## src/hw/soc_bus_pkg.sv

```systemverilog
`default_nettype none

package soc_bus_pkg;

    ////////////////////////////////////////////////////////////
    // Bus types
    ////////////////////////////////////////////////////////////

    // Byte address on every OBI and Wishbone path
    typedef logic [31:0] addr_t;

    typedef logic [31:0] data_t;

    // One enable per byte lane
    typedef logic [3:0]  be_t;

    // Field from the logic analyzer that opens the host path
    typedef logic [3:0]  host_key_t;

    ////////////////////////////////////////////////////////////
    // Address map
    ////////////////////////////////////////////////////////////

    localparam addr_t SRAM_BASE = 32'h8000_0000;

    // Host window, low bound inclusive and high bound exclusive
    localparam addr_t REMAP_LO  = 32'h3000_0000;
    localparam addr_t REMAP_HI  = 32'h8000_0000;

    // Host requests pass only while the key holds this value
    localparam host_key_t HOST_UNLOCK_KEY = 4'hA;

endpackage

`default_nettype wire

```

## src/hw/obi_if.sv

```systemverilog
`timescale 1ns/1ps
`default_nettype none

interface obi_if;
    import soc_bus_pkg::*;

    // Request channel, held by the manager until gnt
    logic  req;
    addr_t addr;
    logic  we;
    be_t   be;
    data_t wdata;

    // Grant and single-pulse response
    logic  gnt;
    logic  rvalid;
    data_t rdata;

    modport manager (
        output req, addr, we, be, wdata,
        input  gnt, rvalid, rdata
    );

    modport subordinate (
        input  req, addr, we, be, wdata,
        output gnt, rvalid, rdata
    );

endinterface

`default_nettype wire

```

## src/hw/sram_port_arbiter.sv

```systemverilog
`timescale 1ns/1ps
`default_nettype none

module sram_port_arbiter (
    input  logic       clk_i,
    input  logic       rst_n,

    // Requesters, host has priority
    obi_if.subordinate host,
    obi_if.subordinate core,

    // Shared path to the bank
    obi_if.manager     mem
);

    logic host_sel;
    logic accept;
    logic host_owner_q;

    ////////////////////////////////////////////////////////////
    // Request side
    ////////////////////////////////////////////////////////////

    // Host takes the bank whenever it asks
    assign host_sel = host.req;

    assign mem.req   = host.req || core.req;
    assign mem.addr  = host_sel ? host.addr  : core.addr;
    assign mem.we    = host_sel ? host.we    : core.we;
    assign mem.be    = host_sel ? host.be    : core.be;
    assign mem.wdata = host_sel ? host.wdata : core.wdata;

    // Core waits out any host request
    assign host.gnt = host.req && mem.gnt;
    assign core.gnt = core.req && !host.req && mem.gnt;

    assign accept = mem.req && mem.gnt;

    ////////////////////////////////////////////////////////////
    // Response steering
    ////////////////////////////////////////////////////////////

    // Owner of the access now in the bank, one cycle deep
    always_ff @(posedge clk_i) begin
        if (!rst_n) begin
            host_owner_q <= 1'b0;
        end else if (accept) begin
            host_owner_q <= host_sel;
        end
    end

    // Exactly one side sees each rvalid
    assign host.rvalid = mem.rvalid && host_owner_q;
    assign core.rvalid = mem.rvalid && !host_owner_q;

    // Data goes to both, only the owner's rvalid qualifies it
    assign host.rdata = mem.rdata;
    assign core.rdata = mem.rdata;

endmodule

`default_nettype wire

```

## src/flat_wrapper.sv

```systemverilog
// flat-port wrapper written by rule: the top's interface ports become plain ports
module sram_port_arbiter_flat 
  (clk_i, rst_n, host_req, host_addr, host_we, host_be, host_wdata, host_gnt, host_rvalid, host_rdata, core_req, core_addr, core_we, core_be, core_wdata, core_gnt, core_rvalid, core_rdata, mem_req, mem_addr, mem_we, mem_be, mem_wdata, mem_gnt, mem_rvalid, mem_rdata);
  obi_if host_i ();
  obi_if core_i ();
  obi_if mem_i ();
  input  logic clk_i;
  input  logic rst_n;
  input wire logic [$bits(host_i.req)-1:0] host_req;
  input wire logic [$bits(host_i.addr)-1:0] host_addr;
  input wire logic [$bits(host_i.we)-1:0] host_we;
  input wire logic [$bits(host_i.be)-1:0] host_be;
  input wire logic [$bits(host_i.wdata)-1:0] host_wdata;
  output wire logic [$bits(host_i.gnt)-1:0] host_gnt;
  output wire logic [$bits(host_i.rvalid)-1:0] host_rvalid;
  output wire logic [$bits(host_i.rdata)-1:0] host_rdata;
  input wire logic [$bits(core_i.req)-1:0] core_req;
  input wire logic [$bits(core_i.addr)-1:0] core_addr;
  input wire logic [$bits(core_i.we)-1:0] core_we;
  input wire logic [$bits(core_i.be)-1:0] core_be;
  input wire logic [$bits(core_i.wdata)-1:0] core_wdata;
  output wire logic [$bits(core_i.gnt)-1:0] core_gnt;
  output wire logic [$bits(core_i.rvalid)-1:0] core_rvalid;
  output wire logic [$bits(core_i.rdata)-1:0] core_rdata;
  output wire logic [$bits(mem_i.req)-1:0] mem_req;
  output wire logic [$bits(mem_i.addr)-1:0] mem_addr;
  output wire logic [$bits(mem_i.we)-1:0] mem_we;
  output wire logic [$bits(mem_i.be)-1:0] mem_be;
  output wire logic [$bits(mem_i.wdata)-1:0] mem_wdata;
  input wire logic [$bits(mem_i.gnt)-1:0] mem_gnt;
  input wire logic [$bits(mem_i.rvalid)-1:0] mem_rvalid;
  input wire logic [$bits(mem_i.rdata)-1:0] mem_rdata;
  assign host_i.req = host_req;
  assign host_i.addr = host_addr;
  assign host_i.we = host_we;
  assign host_i.be = host_be;
  assign host_i.wdata = host_wdata;
  assign host_gnt = host_i.gnt;
  assign host_rvalid = host_i.rvalid;
  assign host_rdata = host_i.rdata;
  assign core_i.req = core_req;
  assign core_i.addr = core_addr;
  assign core_i.we = core_we;
  assign core_i.be = core_be;
  assign core_i.wdata = core_wdata;
  assign core_gnt = core_i.gnt;
  assign core_rvalid = core_i.rvalid;
  assign core_rdata = core_i.rdata;
  assign mem_req = mem_i.req;
  assign mem_addr = mem_i.addr;
  assign mem_we = mem_i.we;
  assign mem_be = mem_i.be;
  assign mem_wdata = mem_i.wdata;
  assign mem_i.gnt = mem_gnt;
  assign mem_i.rvalid = mem_rvalid;
  assign mem_i.rdata = mem_rdata;
  sram_port_arbiter u_core (.clk_i(clk_i), .rst_n(rst_n), .host(host_i), .core(core_i), .mem(mem_i));
endmodule
```

## config.mk

```make
export PLATFORM = sky130hd
export DESIGN_NAME = sram_port_arbiter_flat
export DESIGN_NICKNAME = d
export VERILOG_FILES = /design/src/hw/soc_bus_pkg.sv /design/src/hw/obi_if.sv /design/src/hw/sram_port_arbiter.sv /design/src/flat_wrapper.sv
export SDC_FILE = /design/constraint.sdc
export NUM_CORES = 1
export LEC_CHECK = 0
export ABC_AREA = 0
export BUFFER_PORTS_ARGS = -buffer_cell sky130_fd_sc_hd__buf_4
export CAP_MARGIN = 20
export CORE_AREA = 5 5 118 120
export CTS_CLUSTER_DIAMETER = 120
export DETAILED_ROUTE_END_ITERATION = 10
export DIE_AREA = 0 0 123 125
export HOLD_SLACK_MARGIN = 0.15
export SYNTH_ARGS = -nofsm -noshare
export SYNTH_HDL_FRONTEND = slang
export SYNTH_SLANG_ARGS = --single-unit
export TNS_END_PERCENT = 5
```

## constraint.sdc

```tcl
create_clock -name clk_i -period 0.8 [get_ports clk_i]
set_input_delay 0.08 -clock clk_i [delete_from_list [all_inputs] [get_ports clk_i]]
set_output_delay 0.08 -clock clk_i [all_outputs]
set_load 0.01 [all_outputs]
```

==> flow_summary.ini, run 1 <==
[global_route]
overflow = 0
grt_pass1_vias = 1867
grt_max_degree = 19
grt_pass1_wl_um = 10300
antenna_found_initial = 0
track_usage_pct = 8.54

[place]
port_buffers = 217
placed_cells = 474
place_ws_ns = -0.241
gp_congestion = 0.751

[final_layout]
fin_nets = 486
final_cell_mix = buf_4 (146), buf_6 (71), mux2_4 (69)
antenna_cells = 0
reg_top3 = u_core.host_owner_q x1
final_core_util_pct = 27.6
largest_reg_flops = 1
drive_gt1_share_pct = 97.7
final_cells = 484
syn_to_final_growth_pct = 105
layout_commonest_cell = buf_4
fillers = 1348
top_register = u_core.host_owner_q

[detailed_routing]
firstDrtPassIters = 4
ant_nets = 0
avgRoutedWirePerCell_um = 16.8
drcViolationCount = 0
drt-total-wl_um = 8110
drtIter0Drc = 45
avgViaCountPerCell = 3.49
num_vias = 1688

[power_and_ir_drop]
clock_power_share_pct = 0
ir_worst_vdd_uv = 156
p_int_w = 0.00157
pwr-share-seq_pct = 2.5
switching_share_pct = 30.1
power_density_nw_per_um2 = 630
p_leak_nw = 1.89
p_comb_share_pct = 97.5
p_sw_w = 0.000675
total_power_w = 0.00224

[synth]
ys_seq_area_share_pct = 1.16
syn_area_sq_um = 1730
yosysTopAreaCellShare_pct = 58.9
synth_nets = 326
synth-seq-cells = 1
yosys.area.top_type = mux2_4
synthCells = 150
ys_top_cells_by_area = mux2_4 (59%), buf_4 (28%), buf_12 (8.1%)
syn_area_per_cell_sq_um = 11.6
yosys_warnings = 0
synth_cell_types = 14

[sta]
slew_viol_final = 0
worst_slack_ns = -0.109
setup_viol_count_final = 71
period_needed_ns = 0.909
rsz0062_at_grt = yes
finClkSkew_ns = 0
hold_viol = 0
tightest_slew_ns = 0.147
min_period_over_period_pct = 114
relSlewSlack_pct = 90.1
hold_slack_ns = 0.160
timing.fmax_mhz = 1100

[floorplanning]
die-area_sq_um = 15400
rows = 42
die_y_um = 125
start_util_pct = 13.5
fp.dieW_um = 123
core_sq_um = 12900
ioPinCount = 314

[setup_path]
criticalPathCategory = in2out
crit_path_start_kind = input pin
critPathRequiredTime_ns = 0.72
crit_fanout = 5
cp-end-kind = output pin
cp.arrival_ns = 0.83

[status]
outcome = finished, violations left
violations = negative setup slack

[cts]
clock_latency_ns = 0
post_cts_buffers = 0

[run]
drv_cap = 0

[min_path]
min_path_type = in2out
-- worst paths after layout --
check                                          from             endpoint  slack [ns]  cells after the start
worst min-delay path                   mem_rdata[6]        core_rdata[6]        0.16                      0
worst max-delay path                       host_req         mem_addr[24]       -0.11                      4
worst max register to register  u_core.host_owner_q  u_core.host_owner_q        0.09                      2
worst min register to register  u_core.host_owner_q  u_core.host_owner_q        0.64                      2
-- cell usage after synthesis --
master	number
a21boi_0	1
and2_1	1
and2_2	1
buf_12	7
buf_4	64
buf_6	1
dfxtp_1	1
mux2_2	1
mux2_4	68
nand2_1	1
nor2_1	1
nor2b_1	1
o21a_1	1
or2_2	1
-- logic make-up after synthesis --
| logic type | Yosys count | share of synthesized area (%) |
|---|---|---|
| mux | 69 | 59.6 |
| buf+inv | 72 | 36.5 |
| simple gates | 6 | 1.95 |
| flops | 1 | 1.16 |
| compound gates | 2 | 0.867 |
-- final cells by class --
cell class	count	area, sq um	area share, %
multi-input cells	77	1090	30.6
repair buffers	230	2230	62.7
well taps	176	220	6.19
flip-flops and latches	1	20.0	0.563
-- worst max-delay path, stage by stage --
cell and delay [ns]:
clkbuf_16 0.16, buf_16 0.15, mux2_4 0.31, buf_6 0.12
-- timing repair --
action / in CTS / in global routing
gates cloned: 4 / 6
hold buffers: 0 / 0
setup endpoints to repair: 73 / 73
pin swaps: 0 / 1
gates resized for setup: 75 / 9
-- per-layer routing --
| metal | GRT usage [%] | share of wire (%) | up-vias |
|---|---|---|---|
| li1 | - | - | 767 |
| met1 | 8.24 | 31 | 774 |
| met2 | 17.7 | 56 | 124 |
| met3 | 1.81 | 11 | 23 |
| met4 | 2.08 | 2.5 | 0 |
| met5 | 0 | 0 | - |
-- per-stage QoR --
step                      TNS (ns)  cell area, sq um
after floorplan                  0              1730
after global placement      -13.93              3000
after detailed placement    -14.61              3000
after CTS                    -9.77              3390
after global routing         -7.47              3560
final                        -6.09              3560
-- power groups by stage --
| stage | logic [W] | registers [W] | clock network, W |
|---|---|---|---|
| 4_1_cts | 0.00210 | 0.0000563 | 0 |
| 5_1_grt | 0.00230 | 0.0000565 | 0 |
| 6_report | 0.00218 | 0.0000562 | 0 |
| 3_3_place_gp | 0.00176 | 0.0000559 | 0 |
| 3_5_place_dp | 0.00179 | 0.0000563 | 0 |
| 2_1_floorplan | 0.00114 | 0.0000554 | 0 |
(Power assumes the default switching activity.)
==> run 2, diff against run 1 <==
CELL_PAD_IN_SITES_DETAIL_PLACEMENT = 1   (was unset)
CELL_PAD_IN_SITES_GLOBAL_PLACEMENT = 2   (was unset)
CORE_AREA = unset   (was 5 5 118 120)
CORE_ASPECT_RATIO = 0.7   (was unset)
CORE_MARGIN = 5   (was unset)
CORE_UTILIZATION = 10   (was unset)
DIE_AREA = unset   (was 0 0 123 125)
GPL_ROUTABILITY_DRIVEN = 0   (was unset)
PLACE_DENSITY = 0.82   (was unset)
==> flow_summary.ini, run 2 (synthesized netlist as in run 1, its figures left out) <==
[status]
outcome = finished, violations left
violations = negative setup slack

[detailed_routing]
avgRoutedWirePerCell_um = 15.8
avgViaCountPerCell = 3.07
num_vias = 1650
drcViolationCount = 0
ant_nets = 0
drt-total-wl_um = 8490
drtIter0Drc = 44
firstDrtPassIters = 2

[final_layout]
fin_nets = 484
layout_commonest_cell = buf_4
ff_latch_area_sq_um = 20.0
top_register = u_core.host_owner_q
final_cell_mix = buf_4 (146), buf_6 (70), mux2_4 (69)
stdcell_area_sq_um = 3580
syn_to_final_growth_pct = 107
reg_top3 = u_core.host_owner_q x1
antenna_cells = 0
largest_reg_flops = 1
multi_input_area_sq_um = 1090
drive_gt1_share_pct = 97.7
final_core_util_pct = 21.0
fillers = 1975

[min_path]
min_path_type = in2out

[global_route]
grt_max_degree = 16
overflow = 0
track_usage_pct = 7.20
grt_pass1_vias = 1931
antenna_found_initial = 0
grt_pass1_wl_um = 11700

[setup_path]
cpLargestDelayFamily = buffers and inverters
crit_top_cell = clkbuf_16
crit_fanout = 5
cpPeakStageDelay_ns = 0.30
criticalPathCategory = in2out
cp.arrival_ns = 0.84
crit_path_start_kind = input pin
critPathRequiredTime_ns = 0.72
path_cells = clkbuf_16, clkbuf_16, mux2_4, buf_6
path_buf_inv = 3
cp-end-kind = output pin
slowest_stage = mux2_4

[floorplanning]
ioPinCount = 314
start_util_pct = 10.2
die_y_um = 120
fp.dieW_um = 167
core_sq_um = 17100
rows = 40
die-area_sq_um = 20100

[sta]
tightest_slew_ns = 0.136
finClkSkew_ns = 0
min_period_over_period_pct = 114
slew_viol_final = 0
setup_viol_count_final = 70
rsz0062_at_grt = yes
worst_slack_ns = -0.115
timing.fmax_mhz = 1090
relSlewSlack_pct = 90.9
hold_viol = 0
period_needed_ns = 0.915

[place]
dp_hpwl_um = 7060
place_ws_ns = -0.276
port_buffers = 217
post_dp_cell_area_sq_um = 3090

[run]
drv_cap = 0

[power_and_ir_drop]
ir_worst_vdd_uv = 256
p_leak_nw = 1.87
power_density_nw_per_um2 = 626

[cts]
hold_buffers = 0
clock_latency_ns = 0
run 2: timing repair:
| action | 4_1_cts | 5_1_grt |
|---|---|---|
| endpoints found under the hold margin | 0 | 0 |
| setup buffers | 0 | 0 |
| setup endpoints to repair | 72 | 72 |
| pin swaps | 0 | 2 |
| gates cloned | 3 | 4 |
| gates resized for setup | 60 | 24 |
run 2: final timing paths:
kind,start,endpoint,slack [ns],cells past startpoint
worst min register to register,u_core.host_owner_q,u_core.host_owner_q,0.64,2
worst max-delay path,host_req,mem_wdata[21],-0.12,4
worst max register to register,u_core.host_owner_q,u_core.host_owner_q,0.09,2
worst min-delay path,mem_rdata[22],host_rdata[22],0.16,0
run 2: cell type report:
cell class	instances	share of cell area, %
multi-input cells	77	30.4
well taps	231	8.07
repair buffers	228	61.0
flip-flops and latches	1	0.559
run 2: metrics by stage:
step	total power (W)	instances	TNS [ns]	hold WS [ns]
6_report	0.00224	537	-6.29	0.160
5_1_grt	0.00237	537	-7.53	0.160
4_1_cts	0.00215	533	-9.34	0.160
3_5_place_dp	0.00191	530	-15.15	0.160
3_3_place_gp	0.00188	530	-14.21	0.160
2_1_floorplan	0.00119	150	0	0.198
run 2: layer usage:
layer / vias up / wire (um) / global-route usage (%)
met4: 0 / 0 / 0.101
met3: 0 / 873 / 2.70
met1: 769 / 3250 / 8.40
met5: - / 0 / 0
li1: 764 / - / -
met2: 117 / 4370 / 13.3
run 2: report_power, final:
part / switching [W] / total (W) / internal, W / leakage (nW)
registers: 0.00000189 / 0.0000560 / 0.0000541 / 0.00827
clock network: 0 / 0 / 0 / 0
logic: 0.000692 / 0.00219 / 0.00150 / 1.86
total: 0.000694 / 0.00224 / 0.00155 / 1.87
