==> src/hw/soc_bus_pkg.sv <==
`default_nettype none

package soc_bus_pkg;

    ////////////////////////////////////////////////////////////
    // Bus types
    ////////////////////////////////////////////////////////////

    // Byte address on every OBI and Wishbone path
    typedef logic [31:0] addr_t;

    typedef logic [31:0] data_t;

    // One enable per byte lane
    typedef logic [3:0]  be_t;

    // Field from the logic analyzer that opens the host path
    typedef logic [3:0]  host_key_t;

    ////////////////////////////////////////////////////////////
    // Address map
    ////////////////////////////////////////////////////////////

    localparam addr_t SRAM_BASE = 32'h8000_0000;

    // Host window, low bound inclusive and high bound exclusive
    localparam addr_t REMAP_LO  = 32'h3000_0000;
    localparam addr_t REMAP_HI  = 32'h8000_0000;

    // Host requests pass only while the key holds this value
    localparam host_key_t HOST_UNLOCK_KEY = 4'hA;

endpackage

`default_nettype wire

==> src/hw/obi_if.sv <==
`timescale 1ns/1ps
`default_nettype none

interface obi_if;
    import soc_bus_pkg::*;

    // Request channel, held by the manager until gnt
    logic  req;
    addr_t addr;
    logic  we;
    be_t   be;
    data_t wdata;

    // Grant and single-pulse response
    logic  gnt;
    logic  rvalid;
    data_t rdata;

    modport manager (
        output req, addr, we, be, wdata,
        input  gnt, rvalid, rdata
    );

    modport subordinate (
        input  req, addr, we, be, wdata,
        output gnt, rvalid, rdata
    );

endinterface

`default_nettype wire

==> src/hw/wb_obi_bridge.sv <==
`timescale 1ns/1ps
`default_nettype none

module wb_obi_bridge (
    input  logic                   clk_i,
    input  logic                   rst_n,
    input  soc_bus_pkg::host_key_t host_key_i,

    // Wishbone classic slave
    input  logic                   wbs_cyc_i,
    input  logic                   wbs_stb_i,
    input  logic                   wbs_we_i,
    input  soc_bus_pkg::be_t       wbs_sel_i,
    input  soc_bus_pkg::addr_t     wbs_adr_i,
    input  soc_bus_pkg::data_t     wbs_dat_i,
    output logic                   wbs_ack_o,
    output soc_bus_pkg::data_t     wbs_dat_o,

    // Toward the arbiter
    obi_if.manager                 obi
);
    import soc_bus_pkg::*;

    typedef enum logic [1:0] {
        BR_IDLE,
        BR_WAIT_RSP,
        BR_ACK
    } br_state_e;

    br_state_e state_q;
    br_state_e state_d;
    logic      unlocked;
    logic      wb_strobe;
    addr_t     host_addr;

    assign unlocked  = (host_key_i == HOST_UNLOCK_KEY);
    assign wb_strobe = wbs_cyc_i && wbs_stb_i;

    ////////////////////////////////////////////////////////////
    // Address remap and request fields
    ////////////////////////////////////////////////////////////

    // Host window lands on the SRAM base by swapping the top nibble
    always_comb begin
        host_addr = wbs_adr_i;
        if (wbs_adr_i >= REMAP_LO && wbs_adr_i < REMAP_HI) begin
            host_addr = {SRAM_BASE[31:28], wbs_adr_i[27:0]};
        end
    end

    assign obi.addr  = host_addr;
    assign obi.we    = wbs_we_i;
    assign obi.be    = wbs_sel_i;
    assign obi.wdata = wbs_dat_i;

    ////////////////////////////////////////////////////////////
    // Transfer FSM
    ////////////////////////////////////////////////////////////

    always_comb begin
        state_d = state_q;
        obi.req = 1'b0;
        case (state_q)
            BR_IDLE: begin
                // Locked key keeps the request low, so no ack ever follows
                if (wb_strobe && unlocked) begin
                    obi.req = 1'b1;
                    if (obi.gnt) begin
                        state_d = BR_WAIT_RSP;
                    end
                end
            end
            BR_WAIT_RSP: begin
                if (obi.rvalid) begin
                    state_d = BR_ACK;
                end
            end
            // Strobe is still high here, so no new request this cycle
            BR_ACK:  state_d = BR_IDLE;
            default: state_d = BR_IDLE;
        endcase
    end

    always_ff @(posedge clk_i) begin
        if (!rst_n) begin
            state_q <= BR_IDLE;
        end else begin
            state_q <= state_d;
        end
    end

    // Response word held through the ack cycle
    always_ff @(posedge clk_i) begin
        if (state_q == BR_WAIT_RSP && obi.rvalid) begin
            wbs_dat_o <= obi.rdata;
        end
    end

    assign wbs_ack_o = (state_q == BR_ACK);

endmodule

`default_nettype wire

==> src/flat_wrapper.sv <==
// flat-port wrapper written by rule: the top's interface ports become plain ports
module wb_obi_bridge_flat import soc_bus_pkg::*;
  (clk_i, rst_n, host_key_i, wbs_cyc_i, wbs_stb_i, wbs_we_i, wbs_sel_i, wbs_adr_i, wbs_dat_i, wbs_ack_o, wbs_dat_o, obi_req, obi_addr, obi_we, obi_be, obi_wdata, obi_gnt, obi_rvalid, obi_rdata);
  obi_if obi_i ();
  input  logic clk_i;
  input  logic rst_n;
  input  soc_bus_pkg::host_key_t host_key_i;
  input  logic wbs_cyc_i;
  input  logic wbs_stb_i;
  input  logic wbs_we_i;
  input  soc_bus_pkg::be_t wbs_sel_i;
  input  soc_bus_pkg::addr_t wbs_adr_i;
  input  soc_bus_pkg::data_t wbs_dat_i;
  output logic wbs_ack_o;
  output soc_bus_pkg::data_t wbs_dat_o;
  output wire logic [$bits(obi_i.req)-1:0] obi_req;
  output wire logic [$bits(obi_i.addr)-1:0] obi_addr;
  output wire logic [$bits(obi_i.we)-1:0] obi_we;
  output wire logic [$bits(obi_i.be)-1:0] obi_be;
  output wire logic [$bits(obi_i.wdata)-1:0] obi_wdata;
  input wire logic [$bits(obi_i.gnt)-1:0] obi_gnt;
  input wire logic [$bits(obi_i.rvalid)-1:0] obi_rvalid;
  input wire logic [$bits(obi_i.rdata)-1:0] obi_rdata;
  assign obi_req = obi_i.req;
  assign obi_addr = obi_i.addr;
  assign obi_we = obi_i.we;
  assign obi_be = obi_i.be;
  assign obi_wdata = obi_i.wdata;
  assign obi_i.gnt = obi_gnt;
  assign obi_i.rvalid = obi_rvalid;
  assign obi_i.rdata = obi_rdata;
  wb_obi_bridge u_core (.clk_i(clk_i), .rst_n(rst_n), .host_key_i(host_key_i), .wbs_cyc_i(wbs_cyc_i), .wbs_stb_i(wbs_stb_i), .wbs_we_i(wbs_we_i), .wbs_sel_i(wbs_sel_i), .wbs_adr_i(wbs_adr_i), .wbs_dat_i(wbs_dat_i), .wbs_ack_o(wbs_ack_o), .wbs_dat_o(wbs_dat_o), .obi(obi_i));
endmodule
==> config.mk <==
export PLATFORM = sky130hd
export DESIGN_NAME = wb_obi_bridge_flat
export DESIGN_NICKNAME = d
export VERILOG_FILES = /design/src/hw/soc_bus_pkg.sv /design/src/hw/obi_if.sv /design/src/hw/wb_obi_bridge.sv /design/src/flat_wrapper.sv
export SDC_FILE = /design/constraint.sdc
export NUM_CORES = 1
export LEC_CHECK = 0
export BUFFER_PORTS_ARGS = -buffer_cell sky130_fd_sc_hd__buf_2
export CORE_AREA = 2 2 83 85
export DETAILED_ROUTE_END_ITERATION = 8
export DIE_AREA = 0 0 85 87
export GPL_TIMING_DRIVEN = 1
export PLACE_DENSITY_LB_ADDON = 0.05
export SLEW_MARGIN = 20
export SYNTH_ARGS = -nofsm -noshare
export SYNTH_HDL_FRONTEND = slang
export SYNTH_SLANG_ARGS = --single-unit
==> constraint.sdc <==
create_clock -name clk_i -period 3.7 [get_ports clk_i]
set_clock_uncertainty 0.05 [all_clocks]
set_input_delay 0.925 -clock clk_i [delete_from_list [all_inputs] [get_ports clk_i]]
set_output_delay 0.925 -clock clk_i [all_outputs]
set_load 0.05 [all_outputs]
==> impl_metrics.tcl, run 1 <==
set metrics [dict create \
    avgViaCountPerCell 3.96 \
    path_class "in -> out" \
    ant_nets 0 \
    route.detailed.drc 0 \
    hold_depth 2 \
    ff2ff_path_depth 1 \
    wire_per_inst_um 18.4 \
    period_share_pct 80.1 \
    hold_ws_ps 525 \
    syn_to_final_growth_pct 8.12 \
    yosysTopAreaCell "edfxtp_1" \
    leakagePower_nw 0.729 \
    final.min_clock_period_ps 2960 \
    cp.depth 4 \
    setup_tns_ps 0 \
    rsz0062_at_grt "no" \
    antenna_found_initial 0 \
    cp_data_arrival_time_ps 1990 \
    grt_remaining_overflow 0 \
    max_cap_viol_count 0 \
    grt_usage_pct 10.5 \
    place_area_um2 1630 \
    synth-edff-count 32 \
    ios 214 \
    yosys_warnings 0 \
    fin_nets 249 \
    numCtsBuffers 5 \
    cts_tree "done" \
    synth_common_cells "65 x buf_4, 32 x edfxtp_1" \
    setup_violations 0 \
    core-area_um2 6570 \
    crit_buf_inv 2 \
    die_h_um 87 \
    die_area_um2 7400 \
    clock-sinks 34 \
    highest_layer "met4" \
    ys_ff_latch 34 \
    clk_latency_ps 270 \
    slowest_delay_ps 620 \
    seq_area_um2 1000 \
    path_common_cell "buf_2" \
    seq_area_frac_synth_pct 62.5 \
    critPathTopFamily "simple AND/OR/NAND/NOR gates" \
    vdd_drop_max_v 0.000158 \
    wirelength_mm 4.01 \
    status "finished, final reports clean" \
    syn-cell-area_um2 1600 \
    root_buffer "clkbuf_8" \
    grt_pass1_wl_mm 5.71 \
    cts.path.max_buffers 2 \
    hold_buffers 0 \
    row_count 30 \
    avgSynthCellArea_um2 14.2 \
    multiInputGateArea_um2 110 \
    cts_resized 0 \
    dr_total_vias 863 \
    synth-async-reset-ratio_pct 0 \
    cp_max_fo 2 \
    final.setup.worst_slack_ps 737 \
    fmax_ghz 0.338 \
    start_kind "primary input" \
    met3WireLength_um 722 \
    die_x_um 85 \
    ys_types 14 \
    netlist_instances 113 \
    initialDrtViolationCount 13 \
    final_max_slew_viol_count 0 \
    hold_viol 0 \
    start_util_pct 24.4 \
    synthTopCellsByArea "edfxtp_1 60%, buf_4 30%, dfxtp_1 2.5%, or4bb_2 1.6%, o21a_1 0.94%" \
    grt_max_degree 34 \
    cp_cell_sequence "buf_2, or4bb_2, nor2_1, buf_2" \
    report.power.total_mw 0.784 \
    grt_pass1_vias 927 \
    dr.pass1.iters 4 \
    p_per_area_nw_per_um2 452 \
    end_kind "output port" \
    slew_headroom_pct 50.0 \
    synth-main-ff-cell "edfxtp_1" \
    yosysMostFrequentCell "buf_4" \
    synth_top_area_share_pct 60.0 \
    slowest_stage "or4bb_2" \
    routabilityCongestion 0.637 \
    cts_setup_buffers 0 \
    worstMarginPinSlew_ps 750 \
    rrSetupSlack_ps 2210 \
    nFillCells 672 \
    hp-class "reg -> reg" \
    m1WireLength_mm 1.06 \
    antenna_cells 0 \
    synth_nets 224 \
    h-tree-depth 2 \
    clk_pin_slew_ps 60 \
    pre_cts_slack_ps 732 \
    portBuffers 83 \
    final_layout_size_suffix_gt1_share_pct 68.1 \
    worstPathRequired_ps 2720 \
    wl_met2_mm 2.03 \
    design_area_um2 1730 \
]
## per-stage QoR
step / cells / utilization, %
after floorplan: 113 / -
after global placement: 211 / 24.8
after detailed placement: 211 / 24.8
after CTS: 218 / 26.4
after global routing: 218 / 26.4
final: 218 / 26.4
## kinds of logic after synthesis
family	share of synthesized area [%]
compound gates	2.19
buf+inv	30.7
flops	62.5
simple gates	4.68
## layout make-up
cell class	instances	area share [%]
Clock inverter	2	1.95
Tap cell	80	5.78
Timing Repair Buffer	83	24.0
Multi-Input combinational cell	13	6.35
Inverter	1	0.217
Sequential cell	34	57.8
Clock buffer	5	3.97
## worst paths after layout
check	startpoint	to
worst max-delay path	wbs_stb_i	obi_req
worst min register to register	u_core.state_q[1]$_SDFFE_PN0P_	u_core.state_q[0]$_SDFFE_PN0P_
worst min-delay path	u_core.state_q[1]$_SDFFE_PN0P_	u_core.state_q[0]$_SDFFE_PN0P_
worst max register to register	u_core.state_q[1]$_SDFFE_PN0P_	u_core.wbs_dat_o[19]$_DFFE_PP_
## layout by cell type, fill, tap and decap left out
master,n
a211oi_1,1
and2_1,2
and2b_2,1
and3b_2,1
buf_2,83
bufinv_16,1
clkbuf_8,5
clkinv_1,1
dfxtp_1,2
edfxtp_1,32
inv_1,1
nand2_1,1
nand4bb_1,1
nor2_1,1
o21a_1,2
o31ai_2,1
or4bb_2,2
## routing by layer
layer	GRT usage (%)	vias up
li1	-	368
met1	8.38	385
met2	17.5	94
met3	7.96	16
met4	7.65	0
met5	0	-
## flip-flops by register name, indices dropped and copies added (netlist names)
register,cells
u_core.wbs_dat_o,32
u_core.state_q,2
## power by group
group	switching [mW]	internal, mW	leakage [nW]
clock network	0.125	0.195	0.0517
logic	0.0224	0.0214	0.374
registers	0.000152	0.421	0.304
Note: power is estimated with default switching activity, not from simulation.
==> run 2: changes to the inputs <==
--- a/config.mk
+++ b/config.mk
@@ -6,9 +6,9 @@
 export NUM_CORES = 1
 export LEC_CHECK = 0
 export BUFFER_PORTS_ARGS = -buffer_cell sky130_fd_sc_hd__buf_2
-export CORE_AREA = 2 2 83 85
+export CORE_AREA = 2 2 82 84
 export DETAILED_ROUTE_END_ITERATION = 8
-export DIE_AREA = 0 0 85 87
+export DIE_AREA = 0 0 84 86
 export GPL_TIMING_DRIVEN = 1
 export PLACE_DENSITY_LB_ADDON = 0.05
 export SLEW_MARGIN = 20
==> constraint.sdc (replaced) <==
create_clock -name clk_i -period 3.1 [get_ports clk_i]
set_clock_uncertainty 0.05 [all_clocks]
set_input_delay 0.775 -clock clk_i [delete_from_list [all_inputs] [get_ports clk_i]]
set_output_delay 0.775 -clock clk_i [all_outputs]
set_load 0.05 [all_outputs]
==> impl_metrics.tcl, run 2 (synthesis gave the netlist of run 1 again) <==
set metrics [dict create \
    numCtsBuffers 5 \
    ff2ff_path_depth 1 \
    p_per_area_nw_per_um2 506 \
    slowest_stage "or4bb_2" \
    wirelength_mm 4.37 \
    r2r-end "u_core.wbs_dat_o[18]$_DFFE_PP_" \
    setup_tns_ps 0 \
    initialDrtViolationCount 12 \
    cp_max_fo 2 \
    start_kind "primary input" \
    cts.path.max_buffers 2 \
    clk_latency_ps 280 \
    cp_data_arrival_time_ps 1850 \
    slew_headroom_pct 49.5 \
    row_count 29 \
    largest_reg_flops 32 \
    syn_to_final_growth_pct 6.56 \
    fin_nets 249 \
    multiInputGateArea_um2 110 \
    layout_commonest_cell "buf_2" \
    grt_pass1_vias 920 \
    cp_cell_sequence "buf_2, or4bb_2, nor2_1, buf_2" \
    hp-start "u_core.state_q[1]$_SDFFE_PN0P_" \
    root_buffer "clkbuf_8" \
    die_h_um 86 \
    grt_usage_pct 11.6 \
    ant_nets 0 \
    rr_startpoint "u_core.state_q[1]$_SDFFE_PN0P_" \
    final_layout_size_suffix_gt1_share_pct 67.6 \
    die_x_um 84 \
    ios 214 \
    clock-sinks 34 \
    rsz0062_at_grt "no" \
    fmax_ghz 0.374 \
    start_util_pct 25.5 \
    holdPathEnd "u_core.state_q[0]$_SDFFE_PN0P_" \
    largest-register "u_core.wbs_dat_o" \
    cts_resized 0 \
    grt_pass1_wl_mm 6.07 \
    max_cap_viol_count 0 \
    most-common-layout-cells "83 x buf_2, 32 x edfxtp_1, 5 x clkbuf_8" \
    period_share_pct 86.2 \
    grt_remaining_overflow 0 \
    hold_ws_ps 536 \
    worstPathRequired_ps 2270 \
    cts_tree "done" \
    final.min_clock_period_ps 2670 \
    reg_top3 "u_core.wbs_dat_o: 32 flops, u_core.state_q: 2 flops" \
    hold_viol 0 \
    avgViaCountPerCell 3.96 \
    worstMarginPinSlew_ps 757 \
    nFillCells 672 \
    setup_violations 0 \
    status "finished, final reports clean" \
    hp-class "reg -> reg" \
    dr_total_vias 856 \
    hold_depth 2 \
    final_max_slew_viol_count 0 \
    rrSetupSlack_ps 1600 \
    antenna_cells 0 \
    seq_area_um2 1000 \
    routabilityCongestion 0.715 \
    leakagePower_nw 0.720 \
    end_kind "output port" \
    h-tree-depth 2 \
    cts_setup_buffers 0 \
    route.detailed.drc 0 \
    antenna_found_initial 0 \
    slowest_delay_ps 620 \
    path_class "in -> out" \
    pre_cts_slack_ps 419 \
    grt_max_degree 34 \
    core-area_um2 6280 \
    wire_per_inst_um 20.3 \
    clk_pin_slew_ps 70 \
    die_area_um2 7220 \
    hold_buffers 0 \
    final.setup.worst_slack_ps 428 \
    vdd_drop_max_v 0.000141 \
    portBuffers 83 \
    path_common_cell "buf_2" \
    dr.pass1.iters 2 \
]
-- run 2: cell count changes in the layout (fill, tap and decap cells not counted) --
cell and delta:
bufinv_16 -1, clkinv_2 +1, clkbuf_1 +1
-- run 2: layer usage --
metal / vias to the layer above / global-route usage [%] / share of wire (%)
met5: - / 0 / 0
li1: 372 / - / -
met1: 366 / 10.0 / 29
met4: 0 / 4.99 / 1.9
met2: 106 / 20.4 / 52
met3: 12 / 8.57 / 17
-- run 2: report_power, final --
group	total (mW)	switching [mW]	internal, mW
clock	0.309	0.155	0.154
combinational	0.0531	0.0275	0.0256
sequential	0.502	0.000209	0.502
-- run 2: worst max-delay path by stage --
stage,from,to,slack [ps],cells after the start
finish,wbs_stb_i,obi_req,430,4
global route,wbs_stb_i,obi_req,400,4
CTS,wbs_stb_i,obi_req,420,4
detailed placement,wbs_stb_i,obi_req,420,4
global placement,wbs_stb_i,obi_req,440,4
floorplan,wbs_stb_i,obi_req,210,2
-- run 2: final cells by class --
cell class / instances / area share, %
multi-input cells: 13 / 6.45
inverters: 1 / 0.220
flip-flops and latches: 34 / 58.6
well taps: 77 / 5.64
repair buffers: 83 / 24.3
clock inverters: 2 / 0.513
clock buffers: 6 / 4.25
-- run 2: worst max-delay path: cells and delay by family --
| family | cells | cell delay, ps |
|---|---|---|
| buf+inv | 2 | 340 |
| simple gates | 2 | 720 |
-- run 2: through the flow --
stage / cell area [µm²] / cells / util, % / power (mW)
after global placement: 1630 / 208 / 25.9 / 0.564
after detailed placement: 1630 / 208 / 25.9 / 0.567
after CTS: 1710 / 216 / 27.2 / 0.887
after floorplan: 1600 / 113 / - / 0.758
final: 1710 / 216 / 27.2 / 0.865
after global routing: 1710 / 216 / 27.2 / 0.911
